==> config.mk <==
export PLATFORM = sky130hd
export DESIGN_NAME = alu_fu
export DESIGN_NICKNAME = d
export VERILOG_FILES = /design/src/verilog/isa_pkg.sv /design/src/verilog/ooo_pkg.sv /design/src/verilog/alu_fu.sv
export SDC_FILE = /design/constraint.sdc
export NUM_CORES = 1
export LEC_CHECK = 0
export ABC_AREA = 1
export ABC_CLOCK_PERIOD_IN_PS = 2950
export BUFFER_PORTS_ARGS = -buffer_cell sky130_fd_sc_hd__buf_4
export CAP_MARGIN = 15
export CORE_MARGIN = 5
export CORE_UTILIZATION = 52
export CTS_CLUSTER_DIAMETER = 120
export DETAILED_ROUTE_END_ITERATION = 6
export HOLD_SLACK_MARGIN = 0.02
export PLACE_DENSITY_LB_ADDON = 0.2
export RECOVER_POWER = 25
export SETUP_SLACK_MARGIN = 0.1
export SYNTH_ARGS = -nofsm -noshare
export SYNTH_HDL_FRONTEND = slang
export SYNTH_SLANG_ARGS = --single-unit
==> constraint.sdc <==
create_clock -name clock -period 2.95 [get_ports clock]
set_clock_uncertainty 0.1 [all_clocks]
set_input_delay 0.59 -clock clock [delete_from_list [all_inputs] [get_ports clock]]
set_output_delay 0.59 -clock clock [all_outputs]
set_load 0.005 [all_outputs]
==> src/verilog/isa_pkg.sv <==
// ISA level types for the out-of-order integer core
// data words, register numbers, ALU opcodes and the two outside port packets
// imported by the pipeline package and by every module that sees a port
package isa_pkg;

    typedef logic [31:0] data_t;      // one data word
    typedef logic [4:0]  arch_reg_t;  // r0..r31, no hardwired zero

    typedef enum logic [2:0] {
        op_add,
        op_sub,
        op_and,
        op_or,
        op_xor,
        op_addi                       // b comes from imm
    } alu_op_e;

    // dispatch port, held by the driver while stalled
    typedef struct packed {
        logic      valid;
        alu_op_e   op;
        arch_reg_t dest;
        arch_reg_t src1;
        arch_reg_t src2;              // ignored for addi
        data_t     imm;
    } inst_t;

    // retire port, one pulse per instruction in program order
    typedef struct packed {
        logic      valid;
        arch_reg_t dest;
        data_t     value;
    } retire_t;

endpackage

==> src/verilog/ooo_pkg.sv <==
// out-of-order pipeline types
// physical tags, the common data bus and the packets that flow between
// dispatch, the reservation station, the ALU and the reorder buffer
package ooo_pkg;

    parameter int num_phys_regs = 64;

    typedef logic [$clog2(num_phys_regs)-1:0] phys_tag_t;

    // result broadcast, one per cycle from the single ALU
    typedef struct packed {
        logic          valid;
        phys_tag_t     tag;
        isa_pkg::data_t value;
    } cdb_t;

    // waiting instruction in the RS
    typedef struct packed {
        isa_pkg::alu_op_e op;
        phys_tag_t        dest_tag;
        phys_tag_t        src1_tag;
        logic             src1_ready;
        phys_tag_t        src2_tag;
        logic             src2_ready;  // forced high for addi
        isa_pkg::data_t   imm;
    } rs_entry_t;

    // RS to ALU, operands already read
    typedef struct packed {
        logic             valid;
        isa_pkg::alu_op_e op;
        phys_tag_t        dest_tag;
        isa_pkg::data_t   a;
        isa_pkg::data_t   b;
    } issue_t;

    typedef struct packed {
        isa_pkg::arch_reg_t dest;
        phys_tag_t          new_tag;   // matched against the CDB
        phys_tag_t          old_tag;   // freed at retire
        logic               done;
        isa_pkg::data_t     value;
    } rob_entry_t;

endpackage

==> src/verilog/alu_fu.sv <==
// single-cycle integer ALU
// decodes the opcode, registers result, tag and valid onto the CDB
// one cycle after issue
`timescale 1ns/1ps

module alu_fu (
    input  logic            clock,
    input  logic            reset,
    input  ooo_pkg::issue_t issue,
    output ooo_pkg::cdb_t   cdb
);
    import ooo_pkg::*;
    import isa_pkg::*;

    data_t     result;
    logic      cdb_valid_q;
    phys_tag_t cdb_tag_q;
    data_t     cdb_value_q;

    always_comb begin
        unique case (issue.op)
            op_add, op_addi: result = issue.a + issue.b;   // b holds imm for addi
            op_sub:  result = issue.a - issue.b;
            op_and:  result = issue.a & issue.b;
            op_or:   result = issue.a | issue.b;
            op_xor:  result = issue.a ^ issue.b;
            default: result = '0;
        endcase
    end

    always_ff @(posedge clock) begin
        if (reset) cdb_valid_q <= 1'b0;
        else       cdb_valid_q <= issue.valid;
    end

    always_ff @(posedge clock) begin
        cdb_tag_q   <= issue.dest_tag;
        cdb_value_q <= result;
    end

    assign cdb = '{valid: cdb_valid_q, tag: cdb_tag_q, value: cdb_value_q};

endmodule

== Word-level counts from Yosys, hierarchy flattened ==
Index checks and enable logic that the tools add are counted.
Widths: inputs -> output; s select.

* Flip-flop bits (word level): 39
* Input bits: 76
* Output and inout port bits: 39
* Word-level logic and storage cells: 16

* $add $sub $neg: 2
* Equality and inequality tests: 5
* Mux-type cells: 1
* Bitwise gates (word level): 3
* Reduce and logical (&&, ||, !) cells: 2

{| class="wikitable"
|+ Operators with widths
! operator !! count
|-
| $pmux 32 s5 || 1
|-
| $add 32x32->32 || 1
|-
| $and 32x32->32 || 1
|-
| $or 32x32->32 || 1
|-
| $sub 32x32->32 || 1
|-
| $xor 32x32->32 || 1
|-
| $eq 3x2->1 const B || 2
|-
| $eq 3x3->1 const B || 2
|-
| $eq 3x1->1 const B || 1
|-
| $logic_not 3->1 || 1
|-
| $reduce_or 2->1 || 1
|}

== Logic depth before layout (Yosys ltp) ==
* Depth in word-level cells: 3
* Mapped depth: 24
* Mapped depth without buffers: 24

== Worst setup path after synthesis ==
No wires, ideal clock.

* Path kind: input port to flip-flop
* From: input port issue[1] (netlist bit)
* To: register cdb_value_q[26]
* Library setup time: 0.121 ns
* Data arrival time: 2.736 ns
* Data required time: 2.729 ns
* Setup slack: -0.008 ns
* Stages: 19
* Cells stage by stage: inv_1 > ha_1 > nand3_2 > nor2_2 > nand3_2 > o21ai_4 > nand2_1 > xor2_1 > ha_1 > nand2_1 > inv_1 > nand2_1 > nand2_1 > a21oi_1 > nor2_1 > nor2_1 > nand3_1 > nand3_1 > nand2_1

* Cells in the longest elaborated chain, start to end: 2
* Elaborated cells between the ends (all ways): 3

{| class="wikitable"
|+ Ends and longest elaborated chain
! item !! RTL line !! source
|-
| from (decl) || alu_fu.sv:9 || <nowiki>input ooo_pkg::issue_t issue,</nowiki>
|-
| $sub 32x32->32 or $add 32x32->32 (tied branches) || alu_fu.sv:23, alu_fu.sv:22 ||
|-
| $pmux 32 s5 (*) || alu_fu.sv:21 || <nowiki>unique case (issue.op)</nowiki>
|-
| named net result[26] || alu_fu.sv:15 || <nowiki>data_t result;</nowiki>
|-
| to (signal assigned) || alu_fu.sv:38 || <nowiki>cdb_value_q <= result;</nowiki>
|-
| to (decl) || alu_fu.sv:18 || <nowiki>data_t cdb_value_q;</nowiki>
|}

The timed path passes the listed nets; every way through them passes the cells marked *.
A chain may end at the register's enable or synchronous reset.

== Worst setup path after layout ==
* From: input port issue[0] (netlist bit)
* To: register cdb_value_q[31]

Same word-level chain as after synthesis.

==> impl_metrics.py <==
metrics = {
    "synth": {
        "async_reset_ff_share_pct": 0,
        "syn_nets": 1120,
        "synth_edf_count": 0,
        "seq_area_frac_synth_pct": 13.6,
        "yosysWarnings": 0,
        "synth_ff_type": "dfxtp_1",
        "synth_cell_types": 41,
        "synth.area.top_cells": "ha_1 21%, nand2_1 19%, dfxtp_1 14%",
        "avgSynthCellArea_sq_um": 6.06,
        "netlist_area_sq_um": 5740,
        "yosys.area.top_type_share_pct": 20.9,
        "synth_seq_cells": 39,
        "netlist_instances": 947,
        "yosysTopAreaCell": "ha_1",
    },
    "final_layout": {
        "drive_gt1_share_pct": 36.5,
        "mostFrequentLayoutCells": "239 x nand2_1, 230 x buf_4, 156 x inv_1",
        "n_fill_cell": 829,
        "final_cell_area_sq_um": 8540,
        "final_common_cell": "nand2_1",
        "nNetsFinal": 1363,
        "antenna_cells": 0,
        "area.growth.synth_to_final_pct": 48.8,
        "fin_util_pct": 78.8,
    },
    "clock_tree": {
        "cts_buffers": 5,
        "cts_tree": "yes",
        "cts_sinks": 39,
        "path_clk_slew_ps": 100,
        "htreeDepth": 2,
        "root_buffer": "clkbuf_8",
        "cts.path.max_buffers": 2,
    },
    "power": {
        "switching_power_mw": 1.11,
        "p_clk_share_pct": 16.2,
        "combPwrFrac_pct": 59.8,
        "power_leakage_nw": 4.75,
        "powerDensity_nw_per_um2": 305,
        "switching_share_pct": 42.7,
        "p_seq_share_pct": 24.0,
        "internal_power_mw": 1.49,
        "vdd_drop_max_uv": 200,
    },
    "floorplan": {
        "ioPinCount": 115,
        "die_w_um": 115,
        "start_util_pct": 53.0,
        "core_area_sq_um": 10800,
        "die_h_um": 115,
        "die_area_sq_um": 13200,
        "rows": 38,
    },
    "min_path": {
        "hp-class": "input port to flip-flop",
    },
    "sta": {
        "slew_headroom_pct": 52.0,
        "slew_viol_final": 0,
        "hold_viol_final": 0,
        "setup_viol": 0,
        "max_freq_ghz": 0.339,
        "fin_crit_sh_pct": 100,
        "period_minus_slack_ps": 2950,
        "fin_ws_ps": 1.09,
        "tightest_slew_ps": 718,
        "rsz0062_at_grt": "true",
    },
    "setup_path": {
        "path_class": "input port to flip-flop",
        "crit_path_cell_trace": "buf_8, inv_6, ha_4, nand3_4, nor2_4, nand3_4, o21ai_4, nand4_1, xor2_1, ha_4, nand2_4, nor2_4, nand2_1, inv_1, nand2_1, nand2_2, inv_1, nand2_1, nand2_1, nand3_1, nand2_1",
        "cp_max_fo": 6,
        "path_common_cell": "nand2_1",
        "cp-end-kind": "flip-flop",
        "cp_slowest_cell": "ha_4",
        "crit_required_ps": 3070,
        "max_stage_delay_ps": 330,
        "start_kind": "input port",
        "worstPathArrival_ps": 3070,
        "path_buf_inv": 4,
        "path_delay_family": "simple AND/OR/NAND/NOR gates",
    },
    "placement": {
        "place_area_sq_um": 7730,
        "routabilityCongestion": 0.987,
        "io_buffers": 114,
        "place_ws_ps": -478,
        "dpl.hpwl_um": 16000,
    },
    "drt": {
        "drt_iter0_markers": 546,
        "routedWlPerCell_um": 15.3,
        "firstDrtPassIters": 5,
        "postRouteAntennaNets": 0,
        "vias_per_cell": 5.33,
        "vias": 7087,
        "drcViolationCount": 0,
        "wl_um": 20400,
    },
    "global_routing": {
        "antenna_found_initial": 0,
        "grt_util_met2_pct": 46.6,
        "met1_usage_pct": 40.9,
        "gr-max-usage-layer": "met2",
        "grt.total_usage_pct": 29.3,
        "grt_pass1_wl_um": 31100,
        "gr-total-overflow": 0,
        "met3_usage_pct": 4.11,
        "grt_max_degree": 33,
        "grt_pass1_vias": 6491,
    },
    "run_status": {
        "status": "completed",
    },
    "flow_run": {
        "cap_violations": 0,
    },
}
## repair_timing
item | in CTS | in global routing
pin swaps | 16 | 42
cloned | 0 | 0
endpoints found under the hold margin | 0 | 0
endpoints found under the setup margin | 17 | 28
gates resized for setup | 32 | 139
setup buffers | 5 | 7
hold buffers | 0 | 0
## sequential cells by signal, indices dropped and copies added, names as in the netlist
| signal | count |
|---|---|
| cdb_tag_q | 6 |
| cdb_valid_q | 1 |
| cdb_value_q | 32 |
## metrics by stage
stage          TNS, ps  total power, mW  instances  hold WS, ps
3_3_place_gp     -5950             1.93       1311          595
3_5_place_dp     -7180             1.96       1311          596
5_1_grt          -1510             2.77       1330          300
4_1_cts              0             2.41       1323          270
2_1_floorplan        0             1.33        947          518
6_report             0             2.60       1330          295
## power groups by stage
stage	Clock, mW	Combinational (mW)	Sequential, mW
floorplan	0	0.686	0.645
CTS	0.420	1.36	0.627
detailed placement	0	1.32	0.638
global route	0.437	1.70	0.632
global placement	0	1.30	0.635
finish	0.421	1.56	0.625
## per-layer routing
metal | up-vias | share of wire [%]
met3 | 52 | 9.8
met1 | 3212 | 43
met2 | 332 | 45
li1 | 3491 | -
met5 | - | 0
met4 | 0 | 2.8
## worst paths after layout
kind                      start         endpoint  cells after the start
worst max-delay path   issue[0]  cdb_value_q[31]                     21
worst min-delay path  issue[66]     cdb_tag_q[2]                      1
## cells in the mapped netlist, drive strengths merged, types with 2 or more instances
cell type  instances
o21a               4
ha                96
inv              175
xor2              27
a31oi              2
o2111ai            6
a21o               2
o21bai             3
a221oi            20
o211ai             2
nand4             12
nor3              13
a21oi             38
nand3b            11
clkbuf             6
buf                9
or2                7
nor2              98
nand3             53
nor4               3
dfxtp             39
o21ai             23
nand2            294
## cell type report
class / instances / area (sq um) / share of cell area (%)
multi-input combinational: 717 / 4910 / 57.5
timing repair buffer: 251 / 1920 / 22.4
sequential: 39 / 781 / 9.14
inverter: 176 / 673 / 7.88
tap: 140 / 175 / 2.05
clock buffer: 6 / 82.6 / 0.967
clock inverter: 1 / 5.00 / 0.0586
## kinds of logic (layout without fill, tap and decap cells)
| family | after synthesis | after routing | synth area share, % |
|---|---|---|---|
| AO/OA/AOI/OAI | 101 | 101 | 11.4 |
| AND/OR/NAND/NOR | 491 | 491 | 36.7 |
| adder cells (fa/ha/maj) | 97 | 97 | 21.3 |
| buffers and inverters | 191 | 434 | 12.7 |
| XOR/XNOR | 28 | 28 | 4.27 |
| flip-flops | 39 | 39 | 13.6 |
No activity file was read; power rests on OpenSTA's default activity.
