<file path="config.mk">
export PLATFORM = sky130hd
export DESIGN_NAME = reservation_station
export DESIGN_NICKNAME = d
export VERILOG_FILES = /design/src/verilog/isa_pkg.sv /design/src/verilog/ooo_pkg.sv /design/src/verilog/reservation_station.sv
export SDC_FILE = /design/constraint.sdc
export NUM_CORES = 1
export LEC_CHECK = 0
export BUFFER_PORTS_ARGS = -buffer_cell sky130_fd_sc_hd__buf_2
export CORE_ASPECT_RATIO = 0.7
export CORE_UTILIZATION = 35
export DETAILED_ROUTE_END_ITERATION = 10
export PLACE_DENSITY = 0.49
export SYNTH_ARGS = -nofsm -noshare
export SYNTH_HDL_FRONTEND = slang
export SYNTH_SLANG_ARGS = --single-unit
</file>
<file path="constraint.sdc">
create_clock -name clock -period 5.4 [get_ports clock]
set_clock_uncertainty 0.15 [all_clocks]
set_input_delay 0.81 -clock clock [delete_from_list [all_inputs] [get_ports clock]]
set_output_delay 0.81 -clock clock [all_outputs]
set_load 0.005 [all_outputs]
</file>
<file path="src/verilog/isa_pkg.sv">
// ISA level types for the out-of-order integer core
// data words, register numbers, ALU opcodes and the two outside port packets
// imported by the pipeline package and by every module that sees a port
package isa_pkg;

    typedef logic [31:0] data_t;      // one data word
    typedef logic [4:0]  arch_reg_t;  // r0..r31, no hardwired zero

    typedef enum logic [2:0] {
        op_add,
        op_sub,
        op_and,
        op_or,
        op_xor,
        op_addi                       // b comes from imm
    } alu_op_e;

    // dispatch port, held by the driver while stalled
    typedef struct packed {
        logic      valid;
        alu_op_e   op;
        arch_reg_t dest;
        arch_reg_t src1;
        arch_reg_t src2;              // ignored for addi
        data_t     imm;
    } inst_t;

    // retire port, one pulse per instruction in program order
    typedef struct packed {
        logic      valid;
        arch_reg_t dest;
        data_t     value;
    } retire_t;

endpackage

</file>
<file path="src/verilog/ooo_pkg.sv">
// out-of-order pipeline types
// physical tags, the common data bus and the packets that flow between
// dispatch, the reservation station, the ALU and the reorder buffer
package ooo_pkg;

    parameter int num_phys_regs = 64;

    typedef logic [$clog2(num_phys_regs)-1:0] phys_tag_t;

    // result broadcast, one per cycle from the single ALU
    typedef struct packed {
        logic          valid;
        phys_tag_t     tag;
        isa_pkg::data_t value;
    } cdb_t;

    // waiting instruction in the RS
    typedef struct packed {
        isa_pkg::alu_op_e op;
        phys_tag_t        dest_tag;
        phys_tag_t        src1_tag;
        logic             src1_ready;
        phys_tag_t        src2_tag;
        logic             src2_ready;  // forced high for addi
        isa_pkg::data_t   imm;
    } rs_entry_t;

    // RS to ALU, operands already read
    typedef struct packed {
        logic             valid;
        isa_pkg::alu_op_e op;
        phys_tag_t        dest_tag;
        isa_pkg::data_t   a;
        isa_pkg::data_t   b;
    } issue_t;

    typedef struct packed {
        isa_pkg::arch_reg_t dest;
        phys_tag_t          new_tag;   // matched against the CDB
        phys_tag_t          old_tag;   // freed at retire
        logic               done;
        isa_pkg::data_t     value;
    } rob_entry_t;

endpackage

</file>
<file path="src/verilog/reservation_station.sv">
// reservation station for the single ALU
// entries wake on a CDB tag match, the lowest ready entry issues each
// cycle and reads its operands from the physical register file
// a same-cycle CDB match counts as ready, the regfile bypass supplies the value
`timescale 1ns/1ps

module reservation_station #(
    parameter int rs_depth = 8
) (
    input  logic               clock,
    input  logic               reset,
    input  logic               alloc,
    input  ooo_pkg::rs_entry_t entry_in,
    input  ooo_pkg::cdb_t      cdb,
    output ooo_pkg::phys_tag_t rda_tag,
    output ooo_pkg::phys_tag_t rdb_tag,
    input  isa_pkg::data_t     rda_value,
    input  isa_pkg::data_t     rdb_value,
    output ooo_pkg::issue_t    issue,
    output logic               full
);
    import ooo_pkg::*;
    import isa_pkg::*;

    localparam int idx_w = $clog2(rs_depth);

    rs_entry_t           entries [rs_depth];
    logic [rs_depth-1:0] valid;
    logic                sel_valid;
    logic [idx_w-1:0]    sel_idx;       // entry going to the ALU
    logic [idx_w-1:0]    free_idx;      // slot for the next dispatch

    function automatic logic woken(phys_tag_t tag, logic rdy, cdb_t bus);
        return rdy | (bus.valid && bus.tag == tag);
    endfunction

    assign full = &valid;   // stall from state only

    ////////////////////
    // select
    ////////////////////
    always_comb begin
        sel_valid = 1'b0;
        sel_idx   = '0;
        free_idx  = '0;
        for (int i = rs_depth - 1; i >= 0; i--) begin   // lowest index wins
            if (valid[i] && woken(entries[i].src1_tag, entries[i].src1_ready, cdb)
                    && woken(entries[i].src2_tag, entries[i].src2_ready, cdb)) begin
                sel_valid = 1'b1;
                sel_idx   = idx_w'(i);
            end
            if (!valid[i]) free_idx = idx_w'(i);
        end
    end

    // operand read through the regfile
    assign rda_tag = entries[sel_idx].src1_tag;
    assign rdb_tag = entries[sel_idx].src2_tag;

    always_comb begin
        issue.valid    = sel_valid;
        issue.op       = entries[sel_idx].op;
        issue.dest_tag = entries[sel_idx].dest_tag;
        issue.a        = rda_value;
        issue.b        = (entries[sel_idx].op == op_addi) ? entries[sel_idx].imm : rdb_value;
    end

    ////////////////////
    // entry update
    ////////////////////
    always_ff @(posedge clock) begin
        for (int i = 0; i < rs_depth; i++) begin
            entries[i].src1_ready <= woken(entries[i].src1_tag, entries[i].src1_ready, cdb);
            entries[i].src2_ready <= woken(entries[i].src2_tag, entries[i].src2_ready, cdb);
        end
        if (alloc) entries[free_idx] <= entry_in;   // ready bits already forwarded
    end

    always_ff @(posedge clock) begin
        if (reset) begin
            valid <= '0;
        end else begin
            if (sel_valid) valid[sel_idx] <= 1'b0;  // freed on issue
            if (alloc) valid[free_idx] <= 1'b1;     // never the issuing slot
        end
    end

endmodule

</file>
After elaboration in Yosys (flattened, before gate mapping). Memories as Yosys holds them, arrays and structs flattened. Cells that the tools add are included.

Order comparisons: 4. Eq/ne operators: 17. Multiplexer cells: 34. Bitwise logic cells: 19. Reduce and logical (&&, ||, !) cells: 35.

Operator list (count): == test 6 bit (16); two-way mux 3 bit (16); logical AND 1 bit (34); two-way mux 32 bit (1); two-way mux 8 bit (3); bitwise OR 1 bit (16); two-way mux 1 bit (12); bitwise AND 8 bit (1); < comparator 3 x 4 -> 1 bit (second input constant) (2); NOT 8 bit (1); bitwise OR 8 bit (1); AND reduction 8 bit (1); demux 1 bit (select 3 bit) (2); >= comparator 3 x 1 -> 1 bit (second input constant) (2); == test 3 bit (second input constant) (1).

Register bits: 8. Memory bits (writable): 440. Input bits: 161. Output and inout bits: 87. Memories kept: 1.

Memories: entries (words 8, bits a word 55, read ports 9, clocked after Yosys merged registers in 0, write ports 9, RTL line reservation_station.sv:27) `rs_entry_t entries [rs_depth];`.

Longest topological paths before layout.
Depth in word-level cells: 23. Mapped depth: 15. Gate-level depth less buffers: 10.

Least setup slack after synthesis. OpenSTA, ideal clock, no wires.

Path kind: input to output. From: input cdb[37] in the netlist's numbering. To: output issue[10] in the netlist's numbering. Arrival: 3.716 ns. Required time: 4.440 ns. Slack: 0.724 ns. Stages: 12. Buffers on the path: 3. Cells stage by stage: buf_4 -> buf_6 -> xor2_1 -> o41ai_2 -> nand3_1 -> nand4_2 -> nor3_1 -> or4_1 -> a211o_1 -> a211oi_2 -> buf_6 -> mux2_1.

RTL lines: start, declared (RTL line reservation_station.sv:14) `input ooo_pkg::cdb_t cdb,`; end, declared (RTL line reservation_station.sv:19) `output ooo_pkg::issue_t issue,`.

==> flow_metrics.py <==
metrics = {
    "clocking": {
        "cts_buffers": 45,
        "clock_latency_ps": 550,
        "clkTransAtPathRegs_ps": 60,
        "clockBufferDepth": 3,
        "cts_max_level": 2,
        "cts_tree": "done",
        "clock_sinks": 448,
        "root_buffer": "clkbuf_16",
    },
    "setup_path": {
        "slowest_delay_ps": 360,
        "cp_max_fo": 9,
        "cp_slowest_cell": "a211oi_4",
        "path_cells": "buf_2 -> buf_4 -> xnor2_1 -> and3_1 -> a32oi_1 -> a311oi_2 -> o211ai_1 -> buf_4 -> buf_6 -> mux2_1 -> nand2_1 -> nand4_1 -> a211oi_4 -> buf_6 -> clkbuf_16 -> mux2_4 -> buf_6",
        "crit_path_frequent_cell": "buf_6",
        "arrival_ps": 4420,
        "cp.required_ps": 4440,
        "cp-end-kind": "output pin",
        "cp-start-kind": "primary input",
        "path_class": "primary input to output pin",
    },
    "floorplanning": {
        "rows": 70,
        "fp.dieW_microns": 278,
        "die_y_microns": 195,
        "die-area_sq_um": 54300,
        "initial_core_util_pct": 35.6,
        "io_pins": 248,
        "core_sq_um": 52500,
    },
    "timing": {
        "finalCriticalPeriod_ps": 5380,
        "slew_headroom_pct": 21.5,
        "tightestPinTransition_ps": 1170,
        "final-hold-violation-count": 0,
        "finalSetupViolCount": 0,
        "fin_tns_setup_ps": 0,
        "drv_slew": 0,
        "fmax_mhz": 186,
        "postLayoutSetupSlackWorst_ps": 17.9,
        "fin_crit_sh_pct": 99.7,
        "rsz0062_at_grt": "yes",
    },
    "logic_synthesis": {
        "synth_seq_area_share_pct": 70.7,
        "yosysTopAreaCellShare_pct": 68.1,
        "synth_area_sq_um": 18700,
        "synth-async-reset-ratio_pct": 0,
        "ys_types": 54,
        "yosysTopAreaCell": "edfxtp_1",
        "synth_edf_count": 424,
        "synth_fp_nets": 1318,
        "synthTopCellsByArea": "edfxtp_1, mux2i_1, xor2_1, a222oi_1, dfxtp_1",
        "synth_flop_cell": "edfxtp_1",
        "ys_ff_latch": 448,
        "yosysWarnings": 0,
        "synth_cells": 1157,
        "synth.avg_cell_area_sq_um": 16.2,
    },
    "placed_design": {
        "port_buffers": 151,
        "dp_cells": 1981,
        "dp_hpwl_mm": 30.2,
        "placed_cell_area_sq_um": 20600,
        "place_congestion": 0.815,
        "dpl_worst_slack_ps": -87.5,
    },
    "power_and_ir_drop": {
        "cellPowerDensity_nw_per_um2": 330,
        "p_sw_share_pct": 22.2,
        "p_leak_nw": 8.50,
        "pwr-share-seq_pct": 52.6,
        "power.share.combinational_pct": 8.8,
        "ir_drop_v": 0.000191,
        "power_switching_mw": 1.66,
        "p_int_mw": 5.81,
        "pwr-share-clk_pct": 38.6,
    },
    "job": {
        "drv_cap": 0,
    },
    "route": {
        "viasPerCell": 5.19,
        "drt_iter0_drc": 864,
        "ant_nets": 0,
        "drc_errors": 0,
        "totalWireLength_mm": 49.2,
        "routed-via-count": 10800,
        "first_pass_iters": 8,
        "wl_per_cell_microns": 23.6,
    },
    "final_layout": {
        "instances_no_fill": 2084,
        "utilization_pct": 43.1,
        "num-nets-final": 1523,
        "area_delta_synth_final_pct": 20.9,
        "design_area_sq_um": 22600,
        "drive_above_1_share_pct": 28.9,
    },
    "run_status": {
        "status": "completed",
    },
    "grt": {
        "antenna_found_initial": 8,
        "grt_first_pass_wirelength_mm": 70.3,
        "grt_pass1_vias": 10600,
        "grt_max_degree": 52,
        "grt_usage_pct": 17.6,
        "grt.overflow.total": 0,
    },
    "hold_path": {
        "min_path_type": "primary input to register",
    },
}
flip-flops by register name (all words and copies together), names as in the netlist:
register,count
entries,440
valid,8
final timing paths:
check / startpoint / to / slack, ps / cells past startpoint
setup / recovery: cdb[35] / issue[24] / 20 / 17
hold / removal: entry_in[2] / entries[5][2] / 370 / 1
setup reg to reg: entries[6][42] / valid[3] / 2120 / 11
hold reg to reg: entries[7][39] / entries[7][39] / 420 / 2
logic make-up after synthesis:
kind of cell           after synthesis  share of synthesized area, %
AND/OR/NAND/NOR                    163                          3.96
buffers and inverters              107                          3.39
flip-flops                         448                          70.7
AO/OA/AOI/OAI                      182                          8.43
multiplexers                       161                          9.01
XOR/XNOR                            96                          4.50
critical path: cells and delay by family:
family / cells / cell delay, ps
buffers and inverters: 7 / 1190
AO/OA/AOI/OAI: 4 / 1030
multiplexers: 2 / 610
AND/OR/NAND/NOR: 3 / 500
XOR/XNOR: 1 / 260
per-layer routing:
metal  track usage, %  routed length [microns]  vias up
met5                0                       37        -
met4             4.01                      898        6
met3             3.31                     2940       73
met2             25.9                    21000      329
met1             26.7                    24300     5422
li1                 -                        -     4977
final cells by class:
class / instances / area [sq um]
inverters: 12 / 45.0
clock inverters: 21 / 128
flip-flops and latches: 448 / 13200
fillers: 4699 / 29900
clock buffers: 60 / 1200
repair buffers: 253 / 1900
multi-input cells: 602 / 5230
well taps: 684 / 856
diodes: 4 / 10.0
placed cells by master, fill, tap and decap left out, types with 7 or more instances in the layout:
master / count
clkbuf_16: 48
dfxtp_1: 24
buf_4: 81
and3_1: 7
xor2_1: 69
mux2_2: 26
buf_6: 19
a21oi_1: 19
inv_1: 12
o22a_1: 36
buf_12: 14
nor3_1: 13
edfxtp_1: 424
clkinv_2: 8
nand3_2: 11
mux2_4: 23
xnor2_1: 24
mux2i_1: 101
a222oi_1: 50
nand3_1: 17
nor2_1: 31
clkinv_1: 11
a41o_1: 12
o221ai_1: 14
a21o_1: 14
nor2_4: 9
mux2_1: 9
nand2_1: 52
clkbuf_1: 14
buf_2: 131
power by group through the flow:
stage	Combinational, mW	Sequential, mW	Clock, mW
after global routing	0.707	3.93	3.08
final	0.655	3.92	2.88
after detailed placement	0.583	4.00	0
after global placement	0.576	3.99	0
after floorplan	0.337	3.99	0
after CTS	0.586	3.92	2.97
timing repair:
| item | in CTS | in global routing |
|---|---|---|
| resized for setup | 2 | 81 |
| cloned | 0 | 3 |
| endpoints found under the setup margin | 32 | 35 |
| buffers inserted | 1 | 14 |
| pin swaps | 1 | 14 |
| hold buffers | 0 | 0 |
per-stage QoR:
| step | total power [mW] | hold WS, ps |
|---|---|---|
| 6_report | 7.46 | 372 |
| 5_1_grt | 7.72 | 361 |
| 4_1_cts | 7.48 | 349 |
| 3_5_place_dp | 4.58 | 407 |
| 3_3_place_gp | 4.57 | 397 |
| 2_1_floorplan | 4.33 | 328 |
Yosys cell counts (2+ instances only):
| cell type | count |
|---|---|
| inv_1 | 12 |
| mux2_2 | 27 |
| a22oi_1 | 3 |
| o41a_1 | 2 |
| a222oi_1 | 50 |
| buf_4 | 38 |
| xor2_1 | 69 |
| buf_1 | 2 |
| a21o_1 | 15 |
| o41ai_2 | 2 |
| a21oi_1 | 19 |
| buf_6 | 10 |
| mux2i_1 | 103 |
| nand2_1 | 53 |
| a41o_1 | 12 |
| xnor2_1 | 27 |
| dfxtp_1 | 24 |
| o211ai_1 | 3 |
| clkbuf_1 | 33 |
| o22ai_1 | 2 |
| nor3_1 | 17 |
| buf_2 | 12 |
| o21ai_0 | 6 |
| and2_1 | 3 |
| mux2_1 | 31 |
| a32oi_1 | 3 |
| nand3_1 | 28 |
| a32o_1 | 3 |
| nand4_1 | 6 |
| and3_1 | 7 |
| o22a_1 | 36 |
| o221ai_1 | 14 |
| edfxtp_1 | 424 |
| nor2_1 | 41 |
No activity file was read; power rests on OpenSTA's default activity.
