## src/verilog/isa_pkg.sv

```systemverilog
// ISA level types for the out-of-order integer core
// data words, register numbers, ALU opcodes and the two outside port packets
// imported by the pipeline package and by every module that sees a port
package isa_pkg;

    typedef logic [31:0] data_t;      // one data word
    typedef logic [4:0]  arch_reg_t;  // r0..r31, no hardwired zero

    typedef enum logic [2:0] {
        op_add,
        op_sub,
        op_and,
        op_or,
        op_xor,
        op_addi                       // b comes from imm
    } alu_op_e;

    // dispatch port, held by the driver while stalled
    typedef struct packed {
        logic      valid;
        alu_op_e   op;
        arch_reg_t dest;
        arch_reg_t src1;
        arch_reg_t src2;              // ignored for addi
        data_t     imm;
    } inst_t;

    // retire port, one pulse per instruction in program order
    typedef struct packed {
        logic      valid;
        arch_reg_t dest;
        data_t     value;
    } retire_t;

endpackage

```

## src/verilog/ooo_pkg.sv

```systemverilog
// out-of-order pipeline types
// physical tags, the common data bus and the packets that flow between
// dispatch, the reservation station, the ALU and the reorder buffer
package ooo_pkg;

    parameter int num_phys_regs = 64;

    typedef logic [$clog2(num_phys_regs)-1:0] phys_tag_t;

    // result broadcast, one per cycle from the single ALU
    typedef struct packed {
        logic          valid;
        phys_tag_t     tag;
        isa_pkg::data_t value;
    } cdb_t;

    // waiting instruction in the RS
    typedef struct packed {
        isa_pkg::alu_op_e op;
        phys_tag_t        dest_tag;
        phys_tag_t        src1_tag;
        logic             src1_ready;
        phys_tag_t        src2_tag;
        logic             src2_ready;  // forced high for addi
        isa_pkg::data_t   imm;
    } rs_entry_t;

    // RS to ALU, operands already read
    typedef struct packed {
        logic             valid;
        isa_pkg::alu_op_e op;
        phys_tag_t        dest_tag;
        isa_pkg::data_t   a;
        isa_pkg::data_t   b;
    } issue_t;

    typedef struct packed {
        isa_pkg::arch_reg_t dest;
        phys_tag_t          new_tag;   // matched against the CDB
        phys_tag_t          old_tag;   // freed at retire
        logic               done;
        isa_pkg::data_t     value;
    } rob_entry_t;

endpackage

```

## src/verilog/rob.sv

```systemverilog
// reorder buffer
// circular, filled in program order at dispatch, completed by CDB tag
// match, retires the done head entry one per cycle through a register
// and hands its old tag back to the free list; rob_depth a power of 2
`timescale 1ns/1ps

module rob #(
    parameter int rob_depth = 16
) (
    input  logic                clock,
    input  logic                reset,
    input  logic                alloc,
    input  ooo_pkg::rob_entry_t entry_in,
    input  ooo_pkg::cdb_t       cdb,
    output logic                full,
    output isa_pkg::retire_t    retire,
    output logic                free_push,
    output ooo_pkg::phys_tag_t  free_tag
);
    import ooo_pkg::*;
    import isa_pkg::*;

    localparam int ptr_w = $clog2(rob_depth);

    rob_entry_t           entries [rob_depth];
    logic [rob_depth-1:0] valid;
    logic [ptr_w-1:0]     head, tail;
    logic [ptr_w:0]       count;
    logic                 do_retire;
    logic                 retire_valid_q;
    arch_reg_t            retire_dest_q;
    data_t                retire_value_q;
    phys_tag_t            freed_tag_q;

    assign full      = (count == (ptr_w + 1)'(rob_depth));
    assign do_retire = valid[head] && entries[head].done;

    ////////////////////
    // entries
    ////////////////////
    always_ff @(posedge clock) begin
        for (int i = 0; i < rob_depth; i++) begin
            // new tags in flight are unique, at most one match
            if (valid[i] && cdb.valid && entries[i].new_tag == cdb.tag) begin
                entries[i].done  <= 1'b1;
                entries[i].value <= cdb.value;
            end
        end
        if (alloc) entries[tail] <= entry_in;   // tail slot is never valid here
        retire_dest_q  <= entries[head].dest;
        retire_value_q <= entries[head].value;
        freed_tag_q    <= entries[head].old_tag;
    end

    ////////////////////
    // pointers
    ////////////////////
    always_ff @(posedge clock) begin
        if (reset) begin
            valid          <= '0;
            head           <= '0;
            tail           <= '0;
            count          <= '0;
            retire_valid_q <= 1'b0;
        end else begin
            if (do_retire) begin
                valid[head] <= 1'b0;
                head        <= head + 1'b1;
            end
            if (alloc) begin
                valid[tail] <= 1'b1;
                tail        <= tail + 1'b1;
            end
            count          <= count + (ptr_w + 1)'(alloc) - (ptr_w + 1)'(do_retire);
            retire_valid_q <= do_retire;
        end
    end

    assign retire    = '{valid: retire_valid_q, dest: retire_dest_q, value: retire_value_q};
    assign free_push = retire_valid_q;   // old tag freed with the retire pulse
    assign free_tag  = freed_tag_q;

endmodule

```

## config.mk

```make
export PLATFORM = sky130hd
export DESIGN_NAME = rob
export DESIGN_NICKNAME = d
export VERILOG_FILES = /design/src/verilog/isa_pkg.sv /design/src/verilog/ooo_pkg.sv /design/src/verilog/rob.sv
export SDC_FILE = /design/constraint.sdc
export NUM_CORES = 1
export LEC_CHECK = 0
export BUFFER_PORTS_ARGS = -buffer_cell sky130_fd_sc_hd__buf_2
export CORE_MARGIN = 2
export CORE_UTILIZATION = 45
export CTS_CLUSTER_DIAMETER = 50
export DETAILED_ROUTE_END_ITERATION = 10
export GPL_ROUTABILITY_DRIVEN = 0
export HOLD_SLACK_MARGIN = 0.02
export PLACE_DENSITY_LB_ADDON = 0.08
export REMOVE_ABC_BUFFERS = 1
export SLEW_MARGIN = 30
export SYNTH_ARGS = -nofsm -noshare
export SYNTH_HDL_FRONTEND = slang
export SYNTH_SLANG_ARGS = --single-unit
export TNS_END_PERCENT = 20
```

## constraint.sdc

```tcl
create_clock -name clock -period 5.9 [get_ports clock]
set_input_delay 0 -clock clock [delete_from_list [all_inputs] [get_ports clock]]
set_output_delay 0 -clock clock [all_outputs]
set_load 0.02 [all_outputs]
```

# Word level (Yosys, flattened, before mapping)
# Memories as Yosys holds them, arrays and structs flattened. A register that Yosys moved wholly into a read port is not among the register bits.
# Index checks and enable logic that the tools add are counted.
[word_totals] register_bits=73 mem_bits_rw=800 in_bits=92 output_inout_bits=46 elab_cells=117 memories=1
[op_classes] add_sub_neg=4 n_lt_le_gt_ge=4 n_eq_ne=17 mux=45 bitwise=3 reduce_logical=35
[mem_list] memory="entries" words=16 width=50 read_ports=17 rd_ports_with_merged_regs=1 write_ports=17 line_no="rob.sv:25" text="rob_entry_t entries [rob_depth];"
[ops] cell="equality test 6 bit" count=16
[ops] cell="two-way mux 16 bit" count=3
[ops] cell="two-way mux 1 bit" count=37
[ops] cell="logical AND 1 bit" count=35
[ops] cell="bitwise AND 16 bit" count=1
[ops] cell="NOT 16 bit" count=1
[ops] cell="bitwise OR 16 bit" count=1
[ops] cell="< comparator 4 x 5 -> 1 bit, second input constant" count=2
[ops] cell="adder 4 x 1 -> 4 bit, second input constant" count=2
[ops] cell="demux 1 bit (select 4 bit)" count=2
[ops] cell="greater-or-equal comparator 4 x 1 -> 1 bit, second input constant" count=2
[ops] cell="two-way mux 4 bit" count=2
[ops] cell="adder 5 x 1 -> 5 bit" count=1
[ops] cell="equality test 5 bit, second input constant" count=1
[ops] cell="subtractor 5 x 1 -> 5 bit" count=1
[ops] cell="binary-select mux 1 bit (select 4 bit)" count=1

# Depth between registers and ports, before layout
# Gate-level depths: netlist (run 1).
[logic_depth] depth_word=10 mapped_depth=16 depth_no_buf=14

# Worst setup path before layout (run 1)
# Ideal clock, no wire load.
[synth_path] path_type="input to register" start="input port cdb[35] (netlist name)" end="memory entries[7][0] (netlist name), enable pin" setup_time_ps=515 arrival_ps=4542 required_ps=5385 slack_ps=843 path_stages=5 path_buffers=2 path_cell_list="clkbuf_1 -> clkbuf_1 -> xnor2_1 -> nand3_1 -> o41ai_1"
[synth_lines] element="start: declaration" line_no="rob.sv:14" text="input ooo_pkg::cdb_t cdb,"
[synth_lines] element="end: declaration" line_no="rob.sv:25"

==> results of run 1 <==
[cell usage in the layout, fill, tap and decap left out, drive strengths merged, types with 35 or more instances in the layout]
cell / instances
dfxtp: 78
mux4: 222
edfxtp: 799
nor2: 35
dlygate4sd3: 117
mux2: 386
buf: 184
nand2: 396
clkbuf: 139
xnor2: 66
xor2: 36
[registers in the layout, indices dropped and copies added (netlist names), named ones only]
| name | count |
|---|---|
| free_tag | 6 |
| retire_dest_q | 5 |
| tail | 4 |
| valid | 16 |
| free_push | 1 |
| head | 4 |
| retire_value_q | 32 |
| count | 5 |
| entries | 800 |
[cell families after synthesis]
family          count (synthesis)  synth area share, %
fa+ha+maj                      15                0.494
simple gates                  516                 5.36
compound gates                 49                 1.03
flops                         877                 64.7
mux                           611                 23.8
buf+inv                       228                 2.35
xor+xnor                      102                 2.26
[worst max path at each step]
stage                               end  cells past startpoint  slack [ps]  from
CTS                 count[4]$_SDFF_PP0_                     14        2040  flop
floorplan           count[4]$_SDFF_PP0_                     13       -3820  flop
global placement    count[4]$_SDFF_PP0_                     14        2090  flop
detailed placement  count[4]$_SDFF_PP0_                     14        2070  flop
global route        count[4]$_SDFF_PP0_                     14        1830  flop
finish              count[4]$_SDFF_PP0_                     14        2050  flop
[power groups by stage]
stage / logic, mW / clock network [mW] / registers [mW]
6_report: 1.34 / 7.14 / 7.01
5_1_grt: 1.45 / 7.50 / 7.02
4_1_cts: 1.36 / 7.25 / 7.02
3_5_place_dp: 1.29 / 0 / 7.14
3_3_place_gp: 1.24 / 0 / 7.16
2_1_floorplan: 0.804 / 0 / 7.25
[final cells by class]
| type | count | share of cell area, % |
|---|---|---|
| antenna | 5 | 0.0270 |
| clock buffer | 139 | 6.46 |
| clock inverter | 69 | 1.99 |
| inverter | 20 | 0.173 |
| multi-input combinational | 1293 | 28.2 |
| sequential | 877 | 55.1 |
| tap | 1155 | 3.12 |
| timing repair buffer | 301 | 4.86 |
[critical path: cells and delay by family (launching register included)]
family	cells	cell delay (ps)
AO/OA/AOI/OAI	3	600
flip-flops	1	720
multiplexers	2	880
adder cells (fa/ha/maj)	3	730
buffers and inverters	3	170
AND/OR/NAND/NOR	3	650
[per-stage QoR]
stage               setup TNS [ps]  instances
CTS                              0       3854
detailed placement               0       3529
global route                     0       3859
finish                           0       3859
floorplan                  -190120       2190
global placement                 0       3527
[metal layers]
layer / share of wire [%] / vias up / track usage [%]
li1: - / 9616 / -
met1: 42 / 11900 / 33.5
met2: 50 / 794 / 42.4
met3: 5.3 / 199 / 3.42
met4: 3.1 / 2 / 7.87
met5: 0.0099 / - / 0
==> reports/metrics.cfg, run 1 <==
[outcome]
outcome=completed

[worst_setup_path]
crit_type=reg -> reg
cp-end-kind=flop
path_cells=mux4_2 -> mux2_2 -> a32oi_2 -> nor2_2 -> ha_1 -> inv_1 -> ha_1 -> inv_1 -> fa_1 -> inv_1 -> a21oi_1 -> nor2_1 -> or3_1 -> a21oi_1
required_ps=6480
path_max_fanout=32
reg2reg_slack_ps=2050
path_common_cell=inv_1
timing.rr.end=count[4]$_SDFF_PP0_
slowest_stage=dfxtp_4
r2r_cells=14
cp.arrival_ps=4430
critPathLaunchType=flop
slowest_delay_ps=720

[drt]
drt_wl_total_um=112000
vias_per_cell=5.83
via_count=22511
drt_iter0_drc=2170
ant_nets=0
drc=0
wl_per_cell_um=28.9
first_pass_iters=8

[layout]
multi_input_area_mm2=0.0131
area_growth_pct=17.5
seq_area_mm2=0.0256
drive_gt1_share_pct=37.7
fin_util_pct=53.4
fill_cells=7043
stdcell_area_mm2=0.0464
fin_nets=2710

[floorplan]
die_x_um=300
dieArea_mm2=0.0901
coreArea_mm2=0.0869
die_h_um=300
start_util_pct=45.4
rows=108
io_pins=138

[flow_run]
maxCapViolCount=0

[timing]
period_minus_slack_ps=3850
report.final.slew_viol_count=0
finalSetupViolations=0
holdWs_ps=280
finalClockSkew_ps=29.0
rsz0062_at_grt=no
worst_pin_slew_ps=977
fin_crit_sh_pct=65.2
relSlewSlack_pct=34.9
worst_slack_ps=2050
hold_viol_final=0
fmax_ghz=0.260

[cts]
post_cts_buffers=0
clock-sinks=877
clk_latency_ps=680
cts_buffers=110
clk_pin_slew_ps=60
cts-resized-gates=0
cts_tree=built
clk_path_buf_depth=3
cts_root_buf=clkbuf_16
htree_levels=3
ctsHoldBuffers=117

[min_path]
hold_start=entry_in[33]
hold_depth=2
hold_end=entries[4][33]$_DFFE_PP_
hold_path_class=in -> reg

[global_routing]
grt_pass1_wl_um=162000
grt-ovfl-total=0
grtUsageTotal_pct=25.0
grt_pass1_vias=23537
grt_start_max_net_pins=99
antenna_found_initial=7

[yosys]
synth.most_common_cell=edfxtp_1
synth-edff-count=799
ys_top_cells_by_area=edfxtp_1, mux4_2, mux2_2, dfxtp_1, nand2_1
synth_seq_area_share_pct=64.7
yosysTopAreaCellShare_pct=60.8
ys_types=51
synth-main-ff-cell=edfxtp_1
synthTopCellsByCount=edfxtp_1, nand2_1, mux2_2, mux4_2, clkbuf_1
synth-seq-cells=877
yosys_warnings=0
yosys.area.top_type=edfxtp_1
post_synth.cell_area_avg_um2=16.5
async_flop_share_pct=0
syn_area_mm2=0.0395
synth_cells=2398

[pwr]
clkPwrFrac_pct=46.1
netSwitchingPower_mw=3.45
power_leakage_nw=15.5
peakVddDrop_mv=0.239
power_frac_seq_pct=45.3
pwr_density_cell_mw_per_mm2=334
pwr-share-comb_pct=8.6
p_sw_share_pct=22.2
power_mw=15.5
intPower_mw=12.0

[placement]
pre_cts_slack_ps=2070
port_buffers=137
hpwl_um=56300
post_dp_cell_area_mm2=0.0413

No activity file was read; power rests on OpenSTA's default activity.
==> run 2: changes to the inputs <==
clock period = 3.8 ns   (was 5.9 ns; I/O delays follow)
==> reports/metrics.cfg, run 2 (synthesis results as in run 1) <==
[drt]
via_count=22627  ; +0.52%
ant_nets=0  ; unchanged
vias_per_cell=5.84  ; about the same
drt_iter0_drc=2141  ; -1.3%
drc=0  ; unchanged
first_pass_iters=5  ; -3
wl_per_cell_um=29.4  ; +1.6%
drt_wl_total_um=114000  ; +2.0%

[worst_setup_path]
reg2reg_slack_ps=370  ; -1680 ps
r2r_cells=14  ; unchanged
worstSetupStartpoint=head[0]$_SDFFE_PP0N_
timing.rr.end=count[4]$_SDFF_PP0_
critPathLaunchType=flop
required_ps=4320  ; -2160 ps
reg2reg_from=head[0]$_SDFFE_PP0N_
crit_type=reg -> reg
cp-end-kind=flop
cp.arrival_ps=3950  ; -480 ps
path_max_fanout=13  ; -59%
endpoint=count[4]$_SDFF_PP0_

[global_routing]
grtUsageTotal_pct=25.6  ; +0.61 points
grtUsageMet3_pct=4.09  ; +0.67 points
grt-busiest-layer=met2
antenna_found_initial=5  ; -2
grt_start_max_net_pins=89  ; -10%
grt-ovfl-total=0  ; unchanged
grtUsageMet1_pct=34.8  ; +1.3 points
grt_pass1_wl_um=166000  ; +2.0%
use_met2_pct=43.0  ; +0.59 points
grt_pass1_vias=23791  ; +1.1%

[cts]
ctsHoldBuffers=117  ; unchanged
clk_latency_ps=690  ; about the same
cts_tree=built
clock-sinks=877  ; unchanged
post_cts_buffers=0  ; unchanged
cts-resized-gates=0  ; unchanged
cts_buffers=112  ; +1.8%
cts_root_buf=clkbuf_16
clk_path_buf_depth=3  ; unchanged
clk_pin_slew_ps=60  ; about the same
htree_levels=3  ; unchanged

[timing]
finalClockSkew_ps=25.7  ; -3.30 ps
hold_viol_final=0  ; unchanged
worst_pin_slew_ps=956  ; -21.0 ps
finalSetupViolations=0  ; unchanged
period_minus_slack_ps=3430  ; -417 ps
rsz0062_at_grt=no
report.final.slew_viol_count=0  ; unchanged
fin_crit_sh_pct=90.2  ; +25 points
fmax_ghz=0.292  ; +12%
relSlewSlack_pct=36.0  ; +1.2 points

[floorplan]
dieArea_mm2=0.0901  ; unchanged
rows=108  ; unchanged
die_h_um=300  ; unchanged
die_x_um=300  ; unchanged
start_util_pct=45.4  ; unchanged
coreArea_mm2=0.0869  ; unchanged
io_pins=138  ; unchanged

[layout]
fin_nets=2730  ; +0.74%
final_common_cell=edfxtp_1
reg_top3=entries (800), retire_value_q (32), valid (16)
largest_reg_flops=800  ; unchanged
fin_util_pct=53.6  ; +0.19 points
drive_gt1_share_pct=38.1  ; +0.35 points
final_cell_mix=edfxtp_1, nand2_1, mux2_2
regMostFlops=entries
area_growth_pct=17.9
finalNonFillerCells=3877  ; +0.47%

[pwr]
power_leakage_nw=15.6  ; +0.46%
pwr_density_cell_mw_per_mm2=507  ; +52%
peakVddDrop_mv=0.388  ; +63%

[placement]
hpwl_um=59500  ; +5.7%
place_inst=3547  ; +0.51%
port_buffers=137  ; unchanged

[outcome]
outcome=completed

[min_path]
hold_path_class=in -> reg

[flow_run]
maxCapViolCount=0  ; unchanged

run 2: cell types whose count changed in the layout (fill, tap and decap cells not counted), sizes merged, moves of 3 or more:
cell    change
inv         +8
clkbuf      -3
buf        +18
bufinv      -8
clkinv      +7
run 2: where the power goes:
group	total [mW]	internal (mW)	switching, mW
clock network	10.6	6.39	4.26
logic	2.10	1.01	1.09
registers	10.9	10.8	0.106
total	23.6	18.2	5.45
run 2: layout make-up:
cell class                 instances  area [um2]
clock inverter                    74         821
multi-input combinational       1293       13100
antenna                            3        7.51
sequential                       877       25600
fill                            6950       40400
timing repair buffer             319        2580
inverter                          20        80.1
clock buffer                     136        2940
tap                             1155        1450
run 2: stage by stage:
| stage | hold slack [ps] | cell area, um2 | setup TNS [ps] | setup slack [ps] | total power [mW] |
|---|---|---|---|---|---|
| floorplan | 66.7 | 38600 | -556900 | -5920 | 12.5 |
| global placement | 372 | 41600 | 0 | 341 | 13.1 |
| detailed placement | 391 | 41600 | 0 | 378 | 13.1 |
| CTS | 223 | 46500 | 0 | 351 | 23.8 |
| global route | 257 | 46500 | 0 | 83.5 | 24.4 |
| finish | 254 | 46500 | 0 | 371 | 23.6 |
run 2: worst min path at each step:
stage	end	slack, ps	start	depth (start not counted)
after global placement	entries[0][33]$_DFFE_PP_	370	entry_in[33]	1
after CTS	entries[13][24]$_DFFE_PP_	220	cdb[38]	4
after floorplan	count[1]$_SDFF_PP0_	70	reset	1
final	entries[14][11]$_DFFE_PP_	250	cdb[38]	4
after detailed placement	entries[5][33]$_DFFE_PP_	390	entry_in[33]	1
after global routing	entries[14][11]$_DFFE_PP_	260	cdb[38]	4
run 2: worst max-delay path, cell delays in order (launching register included):
cell and delay (ps):
dfxtp_1 580, mux4_2 310, nand3b_1 90, and4_1 290
nor2_2 560, ha_1 350, inv_1 50, ha_1 150
inv_1 60, fa_1 430, inv_1 80, a21oi_1 60
nor2_1 100, or3_1 110, a21oi_1 50
run 2: metal layers:
layer  up-vias  wire, um  part of all wire [%]
met5         -        39                 0.034
li1       9672         -                     -
met4         6      2870                   2.5
met2       836     56300                    49
met3       196      6950                   6.1
met1     11917     47700                    42
